--- src/logic/dram_settings.svh ---
`ifndef DRAM_SETTINGS_SVH
`define DRAM_SETTINGS_SVH

// line geometry.
`define LINE_BYTES      16

// bank count, power of two only.
`define DRAM_BANKS      4

// full line address width, 1024 lines.
`define LINE_ADDR_BITS  10

// edges from read acceptance to bank ready.
`define DRAM_LATENCY    4

// extra watchdog cycles beyond the vector count.
`define WATCHDOG_MARGIN 50

`endif

--- src/logic/dram_addr_pkg.sv ---
`include "dram_settings.svh"

package dram_addr_pkg;

  // ==============================
  // address split
  // ==============================
  // low bits pick the bank, the rest pick the row in that bank.
  localparam int BANK_BITS = $clog2(`DRAM_BANKS);
  localparam int ROW_BITS  = `LINE_ADDR_BITS - BANK_BITS;
  localparam int ROWS      = 2 ** ROW_BITS; // lines per bank.

  // full line address as seen on the ports.
  typedef logic [`LINE_ADDR_BITS-1:0] line_addr_t;

  // bank index.
  typedef logic [BANK_BITS-1:0] bank_sel_t;

  // line index inside one bank.
  typedef logic [ROW_BITS-1:0] row_addr_t;

endpackage

--- src/logic/dram_line_pkg.sv ---
`include "dram_settings.svh"

package dram_line_pkg;

  // ==============================
  // line payload
  // ==============================

  typedef logic [7:0] byte_t;

  // byte 0 sits in bits 7:0, byte 15 in bits 127:120.
  typedef byte_t [`LINE_BYTES-1:0] line_t;

  // total line width, 128 bits for 16-byte lines.
  localparam int LINE_BITS = $bits(line_t);

endpackage

--- src/logic/dram_return_merge.sv ---
`timescale 1ns/1ns
`include "dram_settings.svh"

module dram_return_merge (
  input  logic                      clk,
  input  logic                      reset,
  input  logic [`DRAM_BANKS-1:0]    bank_ready,
  input  dram_addr_pkg::row_addr_t  bank_rrow [`DRAM_BANKS],
  input  dram_line_pkg::line_t      bank_rdata [`DRAM_BANKS],
  output logic                      rvalid,
  output dram_addr_pkg::line_addr_t raddr,
  output dram_line_pkg::line_t      rdata
);

  dram_addr_pkg::bank_sel_t sel;
  logic                     hit;

  // ==============================
  // pick the finishing bank
  // ==============================
  // at most one bank is ready, so a plain scan is enough.
  always_comb begin
    sel = '0;
    for (int i = 0; i < `DRAM_BANKS; i++) begin
      if (bank_ready[i]) begin
        sel = dram_addr_pkg::bank_sel_t'(i);
      end
    end
  end

  assign hit = |bank_ready;

  // ==============================
  // response register
  // ==============================
  always_ff @(posedge clk) begin
    if (reset) begin
      rvalid <= 1'b0;
    end else begin
      rvalid <= hit;
    end
  end

  // row goes back on top, bank index in the low bits.
  always_ff @(posedge clk) begin
    if (hit) begin
      raddr <= {bank_rrow[sel], sel};
      rdata <= bank_rdata[sel];
    end
  end

  // fixed latency and one acceptance per edge keep this one-hot.
  a_ready_onehot: assert property (
    @(posedge clk) disable iff (reset) $onehot0(bank_ready)
  );

endmodule

--- config.mk ---
export PLATFORM = sky130hd
export DESIGN_NAME = dram_return_merge
export DESIGN_NICKNAME = d
export VERILOG_FILES = /design/src/logic/dram_addr_pkg.sv /design/src/logic/dram_line_pkg.sv /design/src/logic/dram_return_merge.sv
export VERILOG_INCLUDE_DIRS = /design/src /design/src/logic
export SDC_FILE = /design/constraint.sdc
export NUM_CORES = 1
export LEC_CHECK = 0
export BUFFER_PORTS_ARGS = -buffer_cell sky130_fd_sc_hd__buf_2
export CELL_PAD_IN_SITES_DETAIL_PLACEMENT = 2
export CELL_PAD_IN_SITES_GLOBAL_PLACEMENT = 2
export CORE_AREA = 3 3 269 271
export DETAILED_ROUTE_END_ITERATION = 7
export DIE_AREA = 0 0 272 274
export PLACE_DENSITY_LB_ADDON = 0.1
export SYNTH_ARGS = -nofsm -noshare
export SYNTH_HDL_FRONTEND = slang
export SYNTH_SLANG_ARGS = --single-unit
--- constraint.sdc ---
create_clock -name clk -period 6.23 [get_ports clk]
set_input_delay 0.623 -clock clk [delete_from_list [all_inputs] [get_ports clk]]
set_output_delay 0.623 -clock clk [all_outputs]
set_load 0.02 [all_outputs]
==> summary.txt, run 1 <==
Timing
  • Minimum clock period: about 2.4 ns
  • Fmax: 413.6 MHz
  • Fin crit share: about two fifths
  • RSZ-0062 raised after global routing: false
  • Hold slack: about 0.3 ns
  • Setup TNS: 0 ns
  • Final setup vio count: 0
  • Worst Tran Pin Value: about 1.1 ns
  • Endpoints failing hold: 0
  • Slew Viols, Final: 0
  • Max-slew headroom: 28.48%

Detailed routing
  • 1st-iter DRT viols: about 300
  • DRC errors left: 0
  • Post-route ant nets: 0
  • First-pass iteration count of the detailed router: 4
  • Wirelength, routed: approximately 52 mm
  • Wire length per cell: between 20 and 25 um
  • Avg Vias per Cell: around 3.8
  • Vias: between 8k and 9k

GRT
  • Pin count of the biggest net entering global routing: about 140
  • Vias in the first global route: approximately 9.5k
  • Grt ovf: 0
  • Gr usage total: 13.62%
  • Initial antenna violation count: 20
  • Global-route wire length before repair: 72.04 mm

Cells and area
  • Final instance area: about 0.012 mm2
  • Layout cells sized above 1: between 50% and 60%
  • Sequential Area: 0.004164 mm2
  • # fillers: about 8k
  • Area of the multi-input gates: 0.002795 mm2
  • P&R area growth vs syn: 69.44%
  • Fin nets: between 1.5k and 2k

Yosys
  • Cell area after synthesis: 0.007252 mm2
  • Most used flip-flop cell after synthesis: edfxtp_1
  • Yosys cell types: 16
  • Register area share after synthesis: between 50% and 60%
  • Warnings from Yosys: 0
  • Mean post-synth cell area: around 12 um2
  • Top-count cell post-synth: a22oi_1
  • Post-synth EDFFs: about 140
  • Post-synth net total: ~1.2k
  • Synth cell count leaders: a22oi_1 (270), edfxtp_1 (138), o21ai_0 (132)
  • Biggest area consumer among synthesized cells: edfxtp_1
  • Synth Register Bits: approximately 140
  • Ys async rst share: 0%
  • Top cells by area, synth: edfxtp_1 (57%), a22oi_1 (28%), o21ai_0 (9.1%)
  • Mapped Cells: approximately 630
  • Share of the synthesized area in the top cell type: 57.14%

Setup path
  • Crit path launch type: input port
  • Crit path DAT: 2.61 ns
  • CP dominant cell by count: buf_4
  • Worst path max stage delay: 0.67 ns
  • CP cell instances: clkbuf_8, buf_4, buf_4, o21ai_0
  • Crit path max fanout: 82
  • Crit-path slowest cell: buf_4
  • CP required: approximately 6.4 ns
  • Crit path capture: rdata[32]$_DFFE_PP_
  • CP Capture Type: flop
  • Setup CP Type: input port to flop
  • Crit. Startpoint: bank_ready[3]

Power and ir drop
  • VDD IR-drop max: about 0.11 mV
  • Power per Cell Area: roughly 240 mW/mm2
  • Static leakage: roughly 5.3 nW

Clocking
  • Num CTS Buffers: 17
  • Clock transition at the registers of the reported paths: approximately 0.070 ns
  • Hold_buf cts: 0
  • Maximum clock path buffer count: 2
  • CTS tree: done
  • Setup Fix Bufs, Post-CTS: 0
  • # H-tree levels: 4
  • Clock root cell: clkbuf_16
  • # clock sinks: approximately 140
  • Cts repair resizes: 0

Placed design
  • I/O Buffers: about 690
  • Area of placed instances: 0.01169 mm2
  • DPL Wire Length: 40.62 mm
  • Gpl congestion: 0.7721

Die
  • IO Count: about 700
  • Die footprint: 0.07453 mm2
  • Initial core utilization: between 10% and 20%
  • Die height: about 270 um
  • Core Region: approximately 0.07 mm2
  • Rows: 97
  • Width of the die: 272 um

Job
  • Max cap viols: 0

Run status
  • Status: finished clean

Hold path
  • Worst Hold Depth: 2
  • HP Class: input port to flop
[cell type report]
type / count / area share [%]
multi-input combinational: 415 / 22.75
clock inverter: 11 / 0.9979
tap: 940 / 9.571
clock buffer: 21 / 3.666
timing repair buffer: 698 / 28.93
antenna: 10 / 0.2036
sequential: 139 / 33.89
[registers in the layout, indices dropped and copies added (netlist names)]
name and count:
raddr 10, rvalid 1, rdata 128
[routing by layer]
| metal | wire length [um] | vias up | track usage [%] |
|---|---|---|---|
| li1 | - | 3948 | - |
| met1 | 18480 | 4212 | 13.70 |
| met2 | 28280 | 340 | 25.24 |
| met3 | 4719 | 53 | 5.933 |
| met4 | 823 | 16 | 4.236 |
| met5 | 106 | - | 0 |
[cells in the final DEF, fill, tap and decap left out]
master / count
clkinv_2: 4
o21ai_1: 4
clkinvlp_4: 1
mux2_2: 1
buf_2: 686
diode_2: 10
or2_2: 2
bufinv_16: 2
clkbuf_8: 2
a22oi_1: 270
buf_4: 9
mux2i_1: 1
nand2_1: 1
clkbuf_16: 17
buf_12: 2
edfxtp_1: 138
nor2b_1: 1
clkbuf_1: 3
nor3_4: 1
nand2b_4: 1
dfxtp_1: 1
nor2b_4: 1
clkinv_4: 4
o21ai_0: 132
[power breakdown]
part / switching [mW] / leakage [nW] / total (mW) / internal [mW]
Combinational: 0.419 / 3.52 / 0.690 / 0.272
Sequential: 0.0277 / 1.49 / 1.18 / 1.15
Clock: 0.469 / 0.281 / 1.07 / 0.599
Total: 0.915 / 5.30 / 2.94 / 2.02
[metrics by stage]
stage	total power, mW	instances	setup WS [ns]	utilization (%)
floorplan	1.511	628	1.746	-
global placement	1.910	2192	3.289	16.69
detailed placement	1.913	2192	3.213	16.69
CTS	3.024	2224	3.787	17.51
global route	3.103	2227	3.523	17.52
finish	2.935	2234	3.812	17.55
[cell families after synthesis]
group / synth area share, %
and+or+nand+nor: 0.7074
buffers and inverters: 4.244
muxes: 0.2933
DFF: 57.42
AOI/OAI and AO/OA: 37.34
[how the worst min path moves through the flow]
stage / to / slack, ns / startpoint
4_1_cts: rvalid$_SDFF_PP0_ / 0.24 / reset
5_1_grt: rvalid$_SDFF_PP0_ / 0.26 / reset
3_5_place_dp: rvalid$_SDFF_PP0_ / 0.78 / reset
6_report: rvalid$_SDFF_PP0_ / 0.30 / reset
3_3_place_gp: rvalid$_SDFF_PP0_ / 0.78 / reset
2_1_floorplan: rvalid$_SDFF_PP0_ / 0.69 / reset
[worst max-delay path, delay by kind of cell]
| kind | cells | cell delay [ns] |
|---|---|---|
| AO/OA/AOI/OAI | 1 | 0.22 |
| buffers and inverters | 3 | 1.61 |
No activity file was read; power rests on OpenSTA's default activity.
==> run 2: changes to the inputs <==
--- a/config.mk
+++ b/config.mk
@@ -9,9 +9,9 @@
 export BUFFER_PORTS_ARGS = -buffer_cell sky130_fd_sc_hd__buf_2
 export CELL_PAD_IN_SITES_DETAIL_PLACEMENT = 2
 export CELL_PAD_IN_SITES_GLOBAL_PLACEMENT = 2
-export CORE_AREA = 3 3 269 271
+export CORE_AREA = 3 3 266 268
 export DETAILED_ROUTE_END_ITERATION = 7
-export DIE_AREA = 0 0 272 274
+export DIE_AREA = 0 0 269 271
 export PLACE_DENSITY_LB_ADDON = 0.1
 export SYNTH_ARGS = -nofsm -noshare
 export SYNTH_HDL_FRONTEND = slang
==> constraint.sdc (replaced) <==
create_clock -name clk -period 1.97 [get_ports clk]
set_input_delay 0.197 -clock clk [delete_from_list [all_inputs] [get_ports clk]]
set_output_delay 0.197 -clock clk [all_outputs]
set_load 0.02 [all_outputs]
==> run 2 against run 1 <==
  * Utilization rose by 1.6 points
  * Power rose to 3.2 times the previous value
  * Clock-buffer cell count down 1
  * Critical path type unchanged
  * Largest cell class is now non-clock buffers
  * Highest routed layer unchanged
==> summary.txt, run 2 (same netlist as run 1, synthesis figures left out) <==
Die
  • Width of the die: 269 um (was 272 um)
  • Initial core utilization: 10.57% (was 10.36%)
  • Core Region: 0.06859 mm2 (was 0.07003 mm2)
  • Die height: 271 um (was 274 um)
  • Die footprint: 0.07290 mm2 (was 0.07453 mm2)
  • IO Count: 689 (unchanged)
  • Rows: 96 (was 97)

Timing
  • Fin crit share: between 80% and 90%
  • Endpoints failing hold: 0 (unchanged)
  • Slew Viols, Final: 0 (unchanged)
  • Setup TNS: 0 ns (unchanged)
  • Worst Tran Pin Value: 0.4660 ns (was 1.073 ns)
  • RSZ-0062 raised after global routing: false (unchanged)
  • Max-slew headroom: 68.93% (was 28.48%)
  • Final setup vio count: 0 (unchanged)
  • Minimum clock period: around 1.7 ns
  • Fmax: roughly 600 MHz

Clocking
  • Setup Fix Bufs, Post-CTS: 0 (unchanged)
  • CTS tree: done (unchanged)
  • Clock transition at the registers of the reported paths: 0.07 ns (about the same)
  • Maximum clock path buffer count: 2 (unchanged)
  • # clock sinks: 139 (unchanged)
  • Clock root cell: clkbuf_16 (unchanged)
  • Num CTS Buffers: 17 (unchanged)
  • # H-tree levels: 4 (unchanged)

Detailed routing
  • 1st-iter DRT viols: 340 (was 305)
  • Wire length per cell: 23.29 um (was 23.46 um)
  • Avg Vias per Cell: 3.864 (was 3.836)
  • DRC errors left: 0 (unchanged)
  • Post-route ant nets: 0 (unchanged)
  • Wirelength, routed: 53.42 mm (was 52.41 mm)
  • First-pass iteration count of the detailed router: 4 (unchanged)
  • Vias: 8863 (was 8569)

Power and ir drop
  • Clock power frac: 35.3% (was 36.4%)
  • Internal: 6.439 mW (was 2.020 mW)
  • Power per Cell Area: 717.6 mW/mm2 (was 238.9 mW/mm2)
  • Net Sw Power: 2.981 mW (was 915.0 uW)
  • Part of the power in registers: 39.5% (was 40.1%)
  • VDD IR-drop max: 0.4077 mV (was 0.1104 mV)
  • Switching Share: 31.65% (was 31.18%)
  • Combinational power share: 25.2% (was 23.5%)
  • Static leakage: 5.643 nW (was 5.299 nW)

Placed design
  • Gpl congestion: 0.7858 (was 0.7721)
  • DPL Wire Length: 42.40 mm (was 40.62 mm)
  • I/O Buffers: 688 (unchanged)

Run status
  • Status: finished clean (unchanged)

Setup path
  • Buffers & Inverters on Critical Path: 3 (unchanged)
  • CP Capture Type: flop (unchanged)
  • Top delay family on crit path: buffers and inverters (unchanged)
  • CP required: 2.29 ns (was 6.42 ns)
  • Crit path DAT: 1.98 ns (was 2.61 ns)
  • CP cell instances: buf_4, nor3_4, buf_4, a22oi_1, dlygate4sd3_1, o21ai_0 (was clkbuf_8, buf_4, buf_4, o21ai_0)
  • Worst path max stage delay: 0.60 ns (was 0.67 ns)
  • CP dominant cell by count: buf_4 (unchanged)
  • Crit-path slowest cell: dlygate4sd3_1 (was buf_4)
  • Setup CP Type: input port to flop (unchanged)
  • Crit path max fanout: 33 (was 82)
  • Crit path launch type: input port (unchanged)

Cells and area
  • Most common cell after layout, fill and taps aside: buf_2 (unchanged)
  • Most flop-heavy register: rdata (unchanged)
  • # fillers: 7958 (was 8199)
  • Largest regs: rdata (128), raddr (10), rvalid (1) (unchanged)
  • Post-layout util: 19.14% (was 17.55%)
  • Sequential Area: 0.004164 mm2 (unchanged)
  • Max reg flops: 128 (unchanged)
  • Fin nets: 1895 (was 1821)
  • Highest-count cells in the layout ignoring fill and taps: buf_2 (686), a22oi_1 (270), edfxtp_1 (138) (unchanged)
  • P&R area growth vs syn: 81.02% (was 69.44%)
  • Area of the multi-input gates: 0.002795 mm2 (unchanged)
  • Layout cells sized above 1: 55.30% (was 57.09%)

GRT
  • Grt ovf: 0 (unchanged)
  • Global-route wire length before repair: 73.20 mm (was 72.04 mm)
  • Pin count of the biggest net entering global routing: 85 (was 136)
  • Vias in the first global route: 9819 (was 9534)
  • Initial antenna violation count: 11 (was 20)
  • Gr usage total: 14.15% (was 13.62%)

Hold path
  • HP Class: input port to flop (unchanged)

Job
  • Max cap viols: 0 (unchanged)
-- run 2: cell count changes in the layout (fill, tap and decap cells not counted), sizes merged --
cell	change
clkbuf	-1
diode	-5
buf	+16
clkinvlp	+4
clkinv	-4
bufinv	-1
inv	+2
dlygate4sd3	+58
-- run 2: worst paths after layout --
path     startpoint  cells past startpoint              endpoint  slack [ns]
max   bank_ready[2]                      6  rdata[116]$_DFFE_PP_        0.31
min   bank_rrow[28]                      3    raddr[6]$_DFFE_PP_        0.05
-- run 2: power by group through the flow --
stage,Clock [mW],Combinational [mW],Sequential [mW]
2_1_floorplan,0,0.531,4.24
3_3_place_gp,0,2.33,3.79
3_5_place_dp,0,2.33,3.79
4_1_cts,3.51,2.43,3.73
5_1_grt,3.62,2.59,3.76
6_report,3.33,2.37,3.72
-- run 2: layout make-up --
| class | instances | area share (%) |
|---|---|---|
| Antenna cell | 5 | 0.09531 |
| Clock buffer | 20 | 3.479 |
| Clock inverter | 12 | 0.8864 |
| Multi-Input combinational cell | 415 | 21.29 |
| Sequential cell | 139 | 31.72 |
| Tap cell | 931 | 8.873 |
| Timing Repair Buffer | 772 | 33.65 |
-- run 2: stage by stage --
step / cells / power (mW) / hold slack (ns) / setup slack, ns / cell area [um2]
after floorplan: 628 / 4.770 / 0.2686 / 0.1376 / 7259
after global placement: 2199 / 6.120 / 0.3786 / 0.2749 / 11960
after detailed placement: 2199 / 6.123 / 0.3760 / 0.2650 / 11960
after CTS: 2289 / 9.675 / 0.00007058 / 0.3894 / 13120
after global routing: 2291 / 9.963 / 0.01881 / 0.2112 / 13120
final: 2294 / 9.420 / 0.04575 / 0.3084 / 13130
-- run 2: layer usage --
layer  GRT usage [%]  vias up  routed length [um]
met2           27.29      331               29470
met1           14.91     4380               19680
met3           4.047       52                3488
met5               0        -                  81
li1                -     4088                   -
met4           3.369       12                 704
-- run 2: what timing repair did --
action                                 in CTS  in global routing
hold buffers                               58                  0
endpoints found under the hold margin      44                  0
gates resized for setup                     0                  0
