File: src/logic/dram_settings.svh
`ifndef DRAM_SETTINGS_SVH
`define DRAM_SETTINGS_SVH

// line geometry.
`define LINE_BYTES      16

// bank count, power of two only.
`define DRAM_BANKS      4

// full line address width, 1024 lines.
`define LINE_ADDR_BITS  10

// edges from read acceptance to bank ready.
`define DRAM_LATENCY    4

// extra watchdog cycles beyond the vector count.
`define WATCHDOG_MARGIN 50

`endif

File: src/logic/dram_addr_pkg.sv
`include "dram_settings.svh"

package dram_addr_pkg;

  // ==============================
  // address split
  // ==============================
  // low bits pick the bank, the rest pick the row in that bank.
  localparam int BANK_BITS = $clog2(`DRAM_BANKS);
  localparam int ROW_BITS  = `LINE_ADDR_BITS - BANK_BITS;
  localparam int ROWS      = 2 ** ROW_BITS; // lines per bank.

  // full line address as seen on the ports.
  typedef logic [`LINE_ADDR_BITS-1:0] line_addr_t;

  // bank index.
  typedef logic [BANK_BITS-1:0] bank_sel_t;

  // line index inside one bank.
  typedef logic [ROW_BITS-1:0] row_addr_t;

endpackage

File: src/logic/dram_request_router.sv
`timescale 1ns/1ns
`include "dram_settings.svh"

module dram_request_router (
  input  logic                       clk,
  input  logic                       reset,
  input  dram_addr_pkg::line_addr_t  addr,
  input  logic                       rd_req,
  input  logic                       wr_req,
  input  logic [`DRAM_BANKS-1:0]     bank_busy,
  output logic [`DRAM_BANKS-1:0]     bank_rd_en,
  output logic [`DRAM_BANKS-1:0]     bank_wr_en,
  output dram_addr_pkg::row_addr_t   row,
  output logic                       busy
);

  dram_addr_pkg::bank_sel_t bank_sel;
  logic                     accept_rd;
  logic                     accept_wr;

  // ==============================
  // decode
  // ==============================
  assign bank_sel = addr[dram_addr_pkg::BANK_BITS-1:0];
  assign row      = addr[`LINE_ADDR_BITS-1:dram_addr_pkg::BANK_BITS];

  // busy follows the addressed bank only.
  assign busy = bank_busy[bank_sel];

  // a refused request is dropped.
  assign accept_rd = rd_req && !busy;
  assign accept_wr = wr_req && !busy;

  always_comb begin
    bank_rd_en = '0;
    bank_wr_en = '0;
    bank_rd_en[bank_sel] = accept_rd;
    bank_wr_en[bank_sel] = accept_wr;
  end

  // ==============================
  // checks
  // ==============================
  // caller keeps the two strobes apart.
  a_strobes_exclusive: assert property (
    @(posedge clk) disable iff (reset) !(rd_req && wr_req)
  );

  // one enable of either kind per edge at most.
  a_one_bank_enabled: assert property (
    @(posedge clk) disable iff (reset) $onehot0({bank_rd_en, bank_wr_en})
  );

endmodule

File: config.mk
export PLATFORM = sky130hd
export DESIGN_NAME = dram_request_router
export DESIGN_NICKNAME = d
export VERILOG_FILES = /design/src/logic/dram_addr_pkg.sv /design/src/logic/dram_request_router.sv
export VERILOG_INCLUDE_DIRS = /design/src /design/src/logic
export SDC_FILE = /design/constraint.sdc
export NUM_CORES = 1
export LEC_CHECK = 0
export BUFFER_PORTS_ARGS = -buffer_cell sky130_fd_sc_hd__buf_2
export CORE_AREA = 2 2 39 41
export DETAILED_ROUTE_END_ITERATION = 6
export DIE_AREA = 0 0 41 43
export GPL_TIMING_DRIVEN = 0
export SLEW_MARGIN = 20
export SYNTH_ARGS = -nofsm -noshare
export SYNTH_HDL_FRONTEND = slang
export SYNTH_SLANG_ARGS = --single-unit
File: constraint.sdc
create_clock -name vclk -period 1.5
set_clock_uncertainty 0.05 [all_clocks]
set_input_delay 0.075 -clock vclk [all_inputs]
set_output_delay 0.075 -clock vclk [all_outputs]
set_load 0.005 [all_outputs]
==> run_results.csv, run 1 <==
group,metric,value,unit
outcome,outcome,"completed",
detailed_routing,vias_per_cell,3.793,
yosys,ys_types,7,
floorplanning,rows,14,
placement,dp_worst_setup_slack,0.5794,ns
sta,period_share,61.06,%
detailed_routing,vias,220,
placement,placed_cells,58,
layout,insertedDiodeCount,0,
floorplanning,coreArea,1384,um^2
yosys,synth_top_area_share,34.78,%
placement,io_buffers,24,
yosys,yosysWarnings,0,
worst_setup_path,arrival,0.79,ns
layout,flops_and_latches,0,
power_and_ir_drop,power,69.80,uW
worst_setup_path,path_max_fanout,9,
yosys,synth_largest_area_cell,"buf_4",
detailed_routing,wl_per_cell,8.948,um
sta,setup_slack,0.5841,ns
detailed_routing,totalWireLength,519,um
worst_setup_path,slowest_delay,0.48,ns
worst_setup_path,worstSetupEndpoint,"busy",
layout,seq_area,0,um^2
sta,tns,0,ns
worst_setup_path,critPathLaunch,"addr[0]",
worst_setup_path,start_kind,"input pin",
sta,fmax,1092,MHz
layout,area_delta_synth_final,81.16,%
yosys,synth_area_leaders,"buf_4, nor4bb_1, mux4_2",
detailed_routing,ant_nets,0,
global_routing,grt_overflow,0,
layout,drive_above_1_share,83.33,%
sta,rsz0062_at_grt,"false",
sta,slew_viol_final,0,
placement,finalWeightedCongestion,0.4681,
yosys,syn_inst,18,
min_path,hold_path.class,"input pin to output pin",
global_routing,antenna_found_initial,0,
sta,hold_viol,0,
job,maxCapViolations,0,
sta,maxSlewHeadroom,83.47,%
min_path,hp-start,"addr[5]",
floorplanning,die_width,41,um
layout,finalNonFillerCells,58,
global_routing,track_usage,4.300,%
floorplanning,initial_core_util,12.48,%
yosys,syn_nets,36,
layout,final_net_count,62,
clock_network,cts_resized,0,
power_and_ir_drop,ir_drop,0.00003415,V
detailed_routing,drtIter0Drc,1,
layout,nFillCells,158,
floorplanning,ios,35,
floorplanning,dieArea,1763,um^2
worst_setup_path,required,1.37,ns
detailed_routing,dr.pass1.iters,4,
sta,setup_viol,0,
worst_setup_path,crit_buf_inv,2,
worst_setup_path,crit_cells,3,
yosys,syn_area,172.7,um^2
power_and_ir_drop,leakage,0.1829,nW
layout,n_clock_buffer,0,
clock_network,post_cts_buffers,0,
placement,placed_area,312.8,um^2
worst_setup_path,worstSetupPathType,"input pin to output pin",
floorplanning,dieHeight,43,um
worst_setup_path,path_cells,"buf_6 > mux4_2 > buf_2",
global_routing,grt_pass1_vias,154,
detailed_routing,drc,0,
global_routing,grt_max_degree,10,
clock_network,ctsHoldBuffers,0,
sta,tightest_slew,0.2445,ns
sta,final_period_minus_worst_setup_slack,0.9159,ns
worst_setup_path,critPathTopFamily,"multiplexers",
yosys,syn_area_per_cell,9.593,um^2
power_and_ir_drop,p_per_area,223.2,nW/um^2
worst_setup_path,cpMaxStageDelayCell,"mux4_2",
yosys,ys_seq_area_share,0,%
layout,design_area,312.8,um^2
global_routing,grt_pass1_wl,579,um
worst_setup_path,crit_path_end_kind,"output pin",
## placed cells by master, fill, tap and decap left out
cell type and n:
and4b_1 1, and4b_2 1, buf_2 24, buf_4 8, buf_6 1, mux4_2 1
nor4b_1 2, nor4bb_1 4
## area by class of cell
type,instances,area [um^2],area share [%]
Tap cell,16,20.02,6.400
Multi-Input combinational cell,9,101.3,32.40
Timing Repair Buffer,24,120.1,38.40
Buffer,9,71.32,22.80
## power by group
group / switching [mW] / internal, mW
combinational: 0.0243 / 0.0455
sequential: 0 / 0
clock: 0 / 0
total: 0.0243 / 0.0455
## routing by layer
metal  wire (um)  track usage (%)  part of all wire, %  vias to the layer above
li1            -                -                    -                      113
met2         244            9.375                   47                       18
met4           0                0                    0                        0
met3          87                0                   17                        0
met1         187            4.127                   36                       89
met5           0                0                    0                        -
## cells by family (layout without fill, tap and decap cells)
family | Yosys count | in the layout | synth area share (%)
buffers and inverters | 9 | 33 | 41.31
multiplexers | 1 | 1 | 13.04
AND/OR/NAND/NOR | 8 | 8 | 45.65
## how the worst min path moves through the flow
stage | endpoint | slack (ns) | cells after the start
detailed placement | row[3] | 0.27 | 2
floorplan | bank_rd_en[1] | 0.13 | 1
CTS | row[3] | 0.27 | 2
global route | row[2] | 0.27 | 2
global placement | row[3] | 0.27 | 2
finish | row[3] | 0.26 | 2
## cells in the mapped netlist, drive strengths merged
library cell and n:
mux4 1, nor4b 2, nor4bb 4, and4b 2, buf 9
## stage by stage
stage	util [%]	hold slack [ns]
floorplan	-	0.1327
global placement	22.60	0.2667
detailed placement	22.60	0.2661
CTS	22.60	0.2659
global route	22.60	0.2705
finish	22.60	0.2647
No activity file was read; power rests on OpenSTA's default activity.
==> run 2: changes to the inputs <==
- clock period: 1.5 -> 0.82 ns (I/O delays scaled with it)
==> run 2 against run 1 <==
Against the previous run: the flow now finishes with violations (negative setup slack); total power rose by 130%; flip-flop and latch count unchanged; first-iteration DRC count did not move; combinational power is 130% higher; global-route usage rose by 0.20 points; via count increased by 6.8%; final cell count rose by 3.4%; worst setup slack got worse by 0.60 ns; critical path depth is the same; clock-buffer cell count unchanged; wire length grew 5.0%; largest cell class unchanged; largest power group unchanged; highest routed layer unchanged.
==> run_results.csv, run 2 (same netlist as run 1, synthesis figures left out) <==
group,metric,value,unit
worst_setup_path,required,0.73,ns
global_routing,grt_pass1_wl,607,um
placement,finalWeightedCongestion,0.4681,
sta,setup_viol,1,
power_and_ir_drop,ir_drop,0.00006428,V
sta,whs,0.1967,ns
layout,n_clock_buffer,0,
worst_setup_path,worstSetupPathType,"input pin to output pin",
layout,insertedDiodeCount,0,
layout,drive_above_1_share,86.36,%
worst_setup_path,slowest_delay,0.45,ns
layout,final_cell_mix,"buf_2, buf_4, buf_6, nor4bb_1, nor4b_1",
sta,period_share,101.5,%
floorplanning,ios,35,
floorplanning,die_width,41,um
placement,dp_worst_setup_slack,-0.03264,ns
sta,slew_viol_final,0,
layout,area_delta_synth_final,115.2,%
worst_setup_path,start_kind,"input pin",
global_routing,grt_overflow,0,
sta,tns,-0.01252,ns
worst_setup_path,path_cells,"buf_2 > mux4_2 > buf_6",
global_routing,grt_pass1_vias,170,
layout,final_net_count,64,
layout,finalNonFillerCells,60,
floorplanning,dieArea,1763,um^2
detailed_routing,drtIter0Drc,1,
job,maxCapViolations,0,
global_routing,grt_max_degree,10,
layout,layout_commonest_cell,"buf_2",
global_routing,track_usage,4.500,%
worst_setup_path,crit_path_end_kind,"output pin",
detailed_routing,totalWireLength,545,um
sta,setup_slack,-0.01252,ns
worst_setup_path,path_max_fanout,3,
sta,fmax,1201,MHz
sta,tightest_slew,0.2462,ns
power_and_ir_drop,leakage,0.2115,nW
detailed_routing,drc,0,
floorplanning,rows,14,
floorplanning,initial_core_util,12.48,%
outcome,violations,"negative setup slack",
floorplanning,coreArea,1384,um^2
sta,final_period_minus_worst_setup_slack,0.8325,ns
sta,rsz0062_at_grt,"true",
placement,io_buffers,24,
layout,flops_and_latches,0,
min_path,hold_path.class,"input pin to output pin",
placement,placed_cells,58,
detailed_routing,vias,235,
global_routing,antenna_found_initial,0,
layout,seq_area,0,um^2
detailed_routing,dr.pass1.iters,3,
detailed_routing,vias_per_cell,3.917,
power_and_ir_drop,p_per_area,428.9,nW/um^2
detailed_routing,wl_per_cell,9.083,um
layout,utilization,26.85,%
sta,hold_viol,0,
min_path,min_path_cells,2,
outcome,outcome,"complete, but fails checks",
floorplanning,dieHeight,43,um
worst_setup_path,cpMaxStageDelayCell,"mux4_2",
detailed_routing,ant_nets,0,
sta,maxSlewHeadroom,83.35,%
worst_setup_path,arrival,0.74,ns
## run 2: changes by cell type in the layout (fill, tap and decap cells not counted)
| cell | delta |
|---|---|
| buf_6 | +3 |
| buf_2 | -4 |
| nor4bb_1 | -1 |
| buf_8 | +1 |
| buf_4 | +2 |
| nor4bb_4 | +1 |
## run 2: layout make-up
cell class,count,area (um^2)
well taps,16,20.02
multi-input cells,9,116.4
plain buffers,9,75.07
fillers,152,1012
repair buffers,26,160.2
## run 2: where the power goes
| group | switching [mW] | internal, mW |
|---|---|---|
| Clock | 0 | 0 |
| Sequential | 0 | 0 |
| Combinational | 0.0493 | 0.110 |
## run 2: what timing repair did
| action | 4_1_cts | 5_1_grt |
|---|---|---|
| hold buffers | 0 | 0 |
| resized for setup | 3 | 4 |
| setup endpoints to repair | 1 | 2 |
| buffers inserted | 2 | 0 |
## run 2: metal layers
layer	GRT usage [%]	vias to the layer above	part of all wire (%)
met3	0	0	16
met5	0	-	0
met1	3.810	100	29
li1	-	117	-
met2	10.31	18	55
met4	0	0	0
## run 2: through the flow
| step | cell area (um^2) | total power, mW |
|---|---|---|
| after detailed placement | 312.8 | 0.1290 |
| final | 371.6 | 0.1594 |
| after CTS | 344.1 | 0.1439 |
| after global routing | 371.6 | 0.1754 |
| after floorplan | 172.7 | 0.06758 |
| after global placement | 312.8 | 0.1274 |
## run 2: final timing paths
check             slack (ns)     end         start
hold / removal          0.20  row[3]       addr[5]
setup / recovery       -0.01    busy  bank_busy[0]
## run 2: worst max-delay path, delay by kind of cell
| kind | cells | cell delay [ns] |
|---|---|---|
| buffers and inverters | 2 | 0.25 |
| multiplexers | 1 | 0.45 |
==> run 3: changes to the inputs <==
- ABC_CLOCK_PERIOD_IN_PS: default -> 820
- BUFFER_PORTS_ARGS: -buffer_cell sky130_fd_sc_hd__buf_2 -> -buffer_cell sky130_fd_sc_hd__buf_4
==> run 3 against run 2 <==
Against the previous run: the run still ends with negative setup slack left; sequential share of layout area is the same; highest routed layer unchanged; flip-flop and latch count is the same; largest power group unchanged; via count decreased by 2.6%; total power up 16%; maximum frequency shrank 1.2%; utilization rose by 3.8 points; first-iteration DRC count fell by 100%.
==> run_results.csv, run 3 (same netlist as run 1, synthesis figures left out) <==
group,metric,value,unit
layout,drive_above_1_share,88.37,%
power_and_ir_drop,leakage,0.2153,nW
job,maxCapViolations,0,
sta,maxSlewHeadroom,84.12,%
worst_setup_path,cpMaxStageDelayCell,"mux4_2",
layout,n_clock_buffer,0,
outcome,outcome,"complete, but fails checks",
clock_network,ctsHoldBuffers,0,
sta,rsz0062_at_grt,"true",
sta,period_share,102.8,%
floorplanning,dieHeight,43,um
layout,final_net_count,63,
worst_setup_path,required,0.73,ns
detailed_routing,drtIter0Drc,0,
power_and_ir_drop,ir_drop,0.00008017,V
layout,area_delta_synth_final,145.7,%
floorplanning,rows,14,
sta,slew_viol_final,0,
global_routing,grt_overflow,0,
sta,tns,-0.02263,ns
sta,setup_slack,-0.02263,ns
layout,final_cell_mix,"buf_4, nor4bb_1, buf_6, nor4b_2",
layout,nFillCells,146,
placement,placed_cells,58,
layout,layout_commonest_cell,"buf_4",
global_routing,antenna_found_initial,0,
worst_setup_path,start_kind,"input pin",
worst_setup_path,crit_buf_inv,2,
placement,io_buffers,24,
outcome,violations,"negative setup slack",
detailed_routing,dr.pass1.iters,1,
detailed_routing,vias_per_cell,3.881,
worst_setup_path,worstSetupPathType,"input pin to output pin",
detailed_routing,drc,0,
floorplanning,ios,35,
layout,seq_area,0,um^2
detailed_routing,ant_nets,0,
layout,utilization,30.65,%
global_routing,grt_pass1_wl,765,um
layout,insertedDiodeCount,0,
layout,multi_input_comb_area,113.9,um^2
global_routing,grt_max_degree,10,
sta,final_period_minus_worst_setup_slack,0.8426,ns
min_path,hold_path.class,"input pin to output pin",
sta,hold_viol,0,
global_routing,grt_pass1_vias,186,
sta,setup_viol,1,
floorplanning,initial_core_util,12.48,%
floorplanning,dieArea,1763,um^2
layout,finalNonFillerCells,59,
worst_setup_path,critPathTopFamily,"multiplexers",
detailed_routing,vias,229,
sta,fmax,1187,MHz
floorplanning,coreArea,1384,um^2
layout,flops_and_latches,0,
detailed_routing,totalWireLength,592,um
power_and_ir_drop,p_per_area,437.5,nW/um^2
global_routing,track_usage,5.700,%
placement,finalWeightedCongestion,0.4542,
worst_setup_path,crit_path_end_kind,"output pin",
sta,tightest_slew,0.2349,ns
worst_setup_path,path_max_fanout,2,
worst_setup_path,slowest_delay,0.50,ns
worst_setup_path,arrival,0.75,ns
floorplanning,die_width,41,um
worst_setup_path,path_cells,"buf_8 > mux4_2 > buf_6",
detailed_routing,wl_per_cell,10.03,um
[run 3: cell types whose count changed in the layout (fill, tap and decap cells not counted)]
cell	change
buf_2	-20
buf_4	+18
nor4b_1	-2
nor4b_2	+2
buf_12	+1
nor4bb_1	+1
nor4bb_4	-1
[run 3: path summary, 6_finish.rpt]
check | from | to | slack, ns | depth (start not counted)
worst max-delay path | addr[0] | busy | -0.02 | 3
worst min-delay path | addr[6] | row[4] | 0.20 | 2
[run 3: final cells by class]
class	count	share of cell area, %
Buffer	9	17.70
Multi-Input combinational cell	9	26.84
Tap cell	16	4.720
Timing Repair Buffer	25	50.74
[run 3: repair_timing]
item / CTS / global route
pin swaps: 0 / 0
buffers inserted: 1 / 0
setup endpoints to repair: 1 / 1
cloned: 0 / 0
endpoints found under the hold margin: 0 / 0
gates resized for setup: 7 / 0
[run 3: per-layer routing]
| layer | up-vias | track usage [%] | routed length (um) |
|---|---|---|---|
| li1 | 114 | - | - |
| met1 | 97 | 6.032 | 172 |
| met2 | 18 | 11.88 | 319 |
| met3 | 0 | 0 | 100 |
| met4 | 0 | 0 | 0 |
| met5 | - | 0 | 0 |
[run 3: stage by stage]
step,total power [mW],hold slack [ns],cell area [um^2],setup slack (ns)
after floorplan,0.06758,0.06470,172.7,0.09820
after global placement,0.1585,0.1978,372.9,-0.04249
after detailed placement,0.1614,0.1986,372.9,-0.06036
after CTS,0.1876,0.1986,424.2,-0.02458
after global routing,0.2021,0.2029,424.2,-0.03739
final,0.1856,0.1981,424.2,-0.02263
[run 3: power by group]
part | switching [mW] | internal (mW) | total, mW
combinational | 0.0538 | 0.132 | 0.186
sequential | 0 | 0 | 0
clock | 0 | 0 | 0
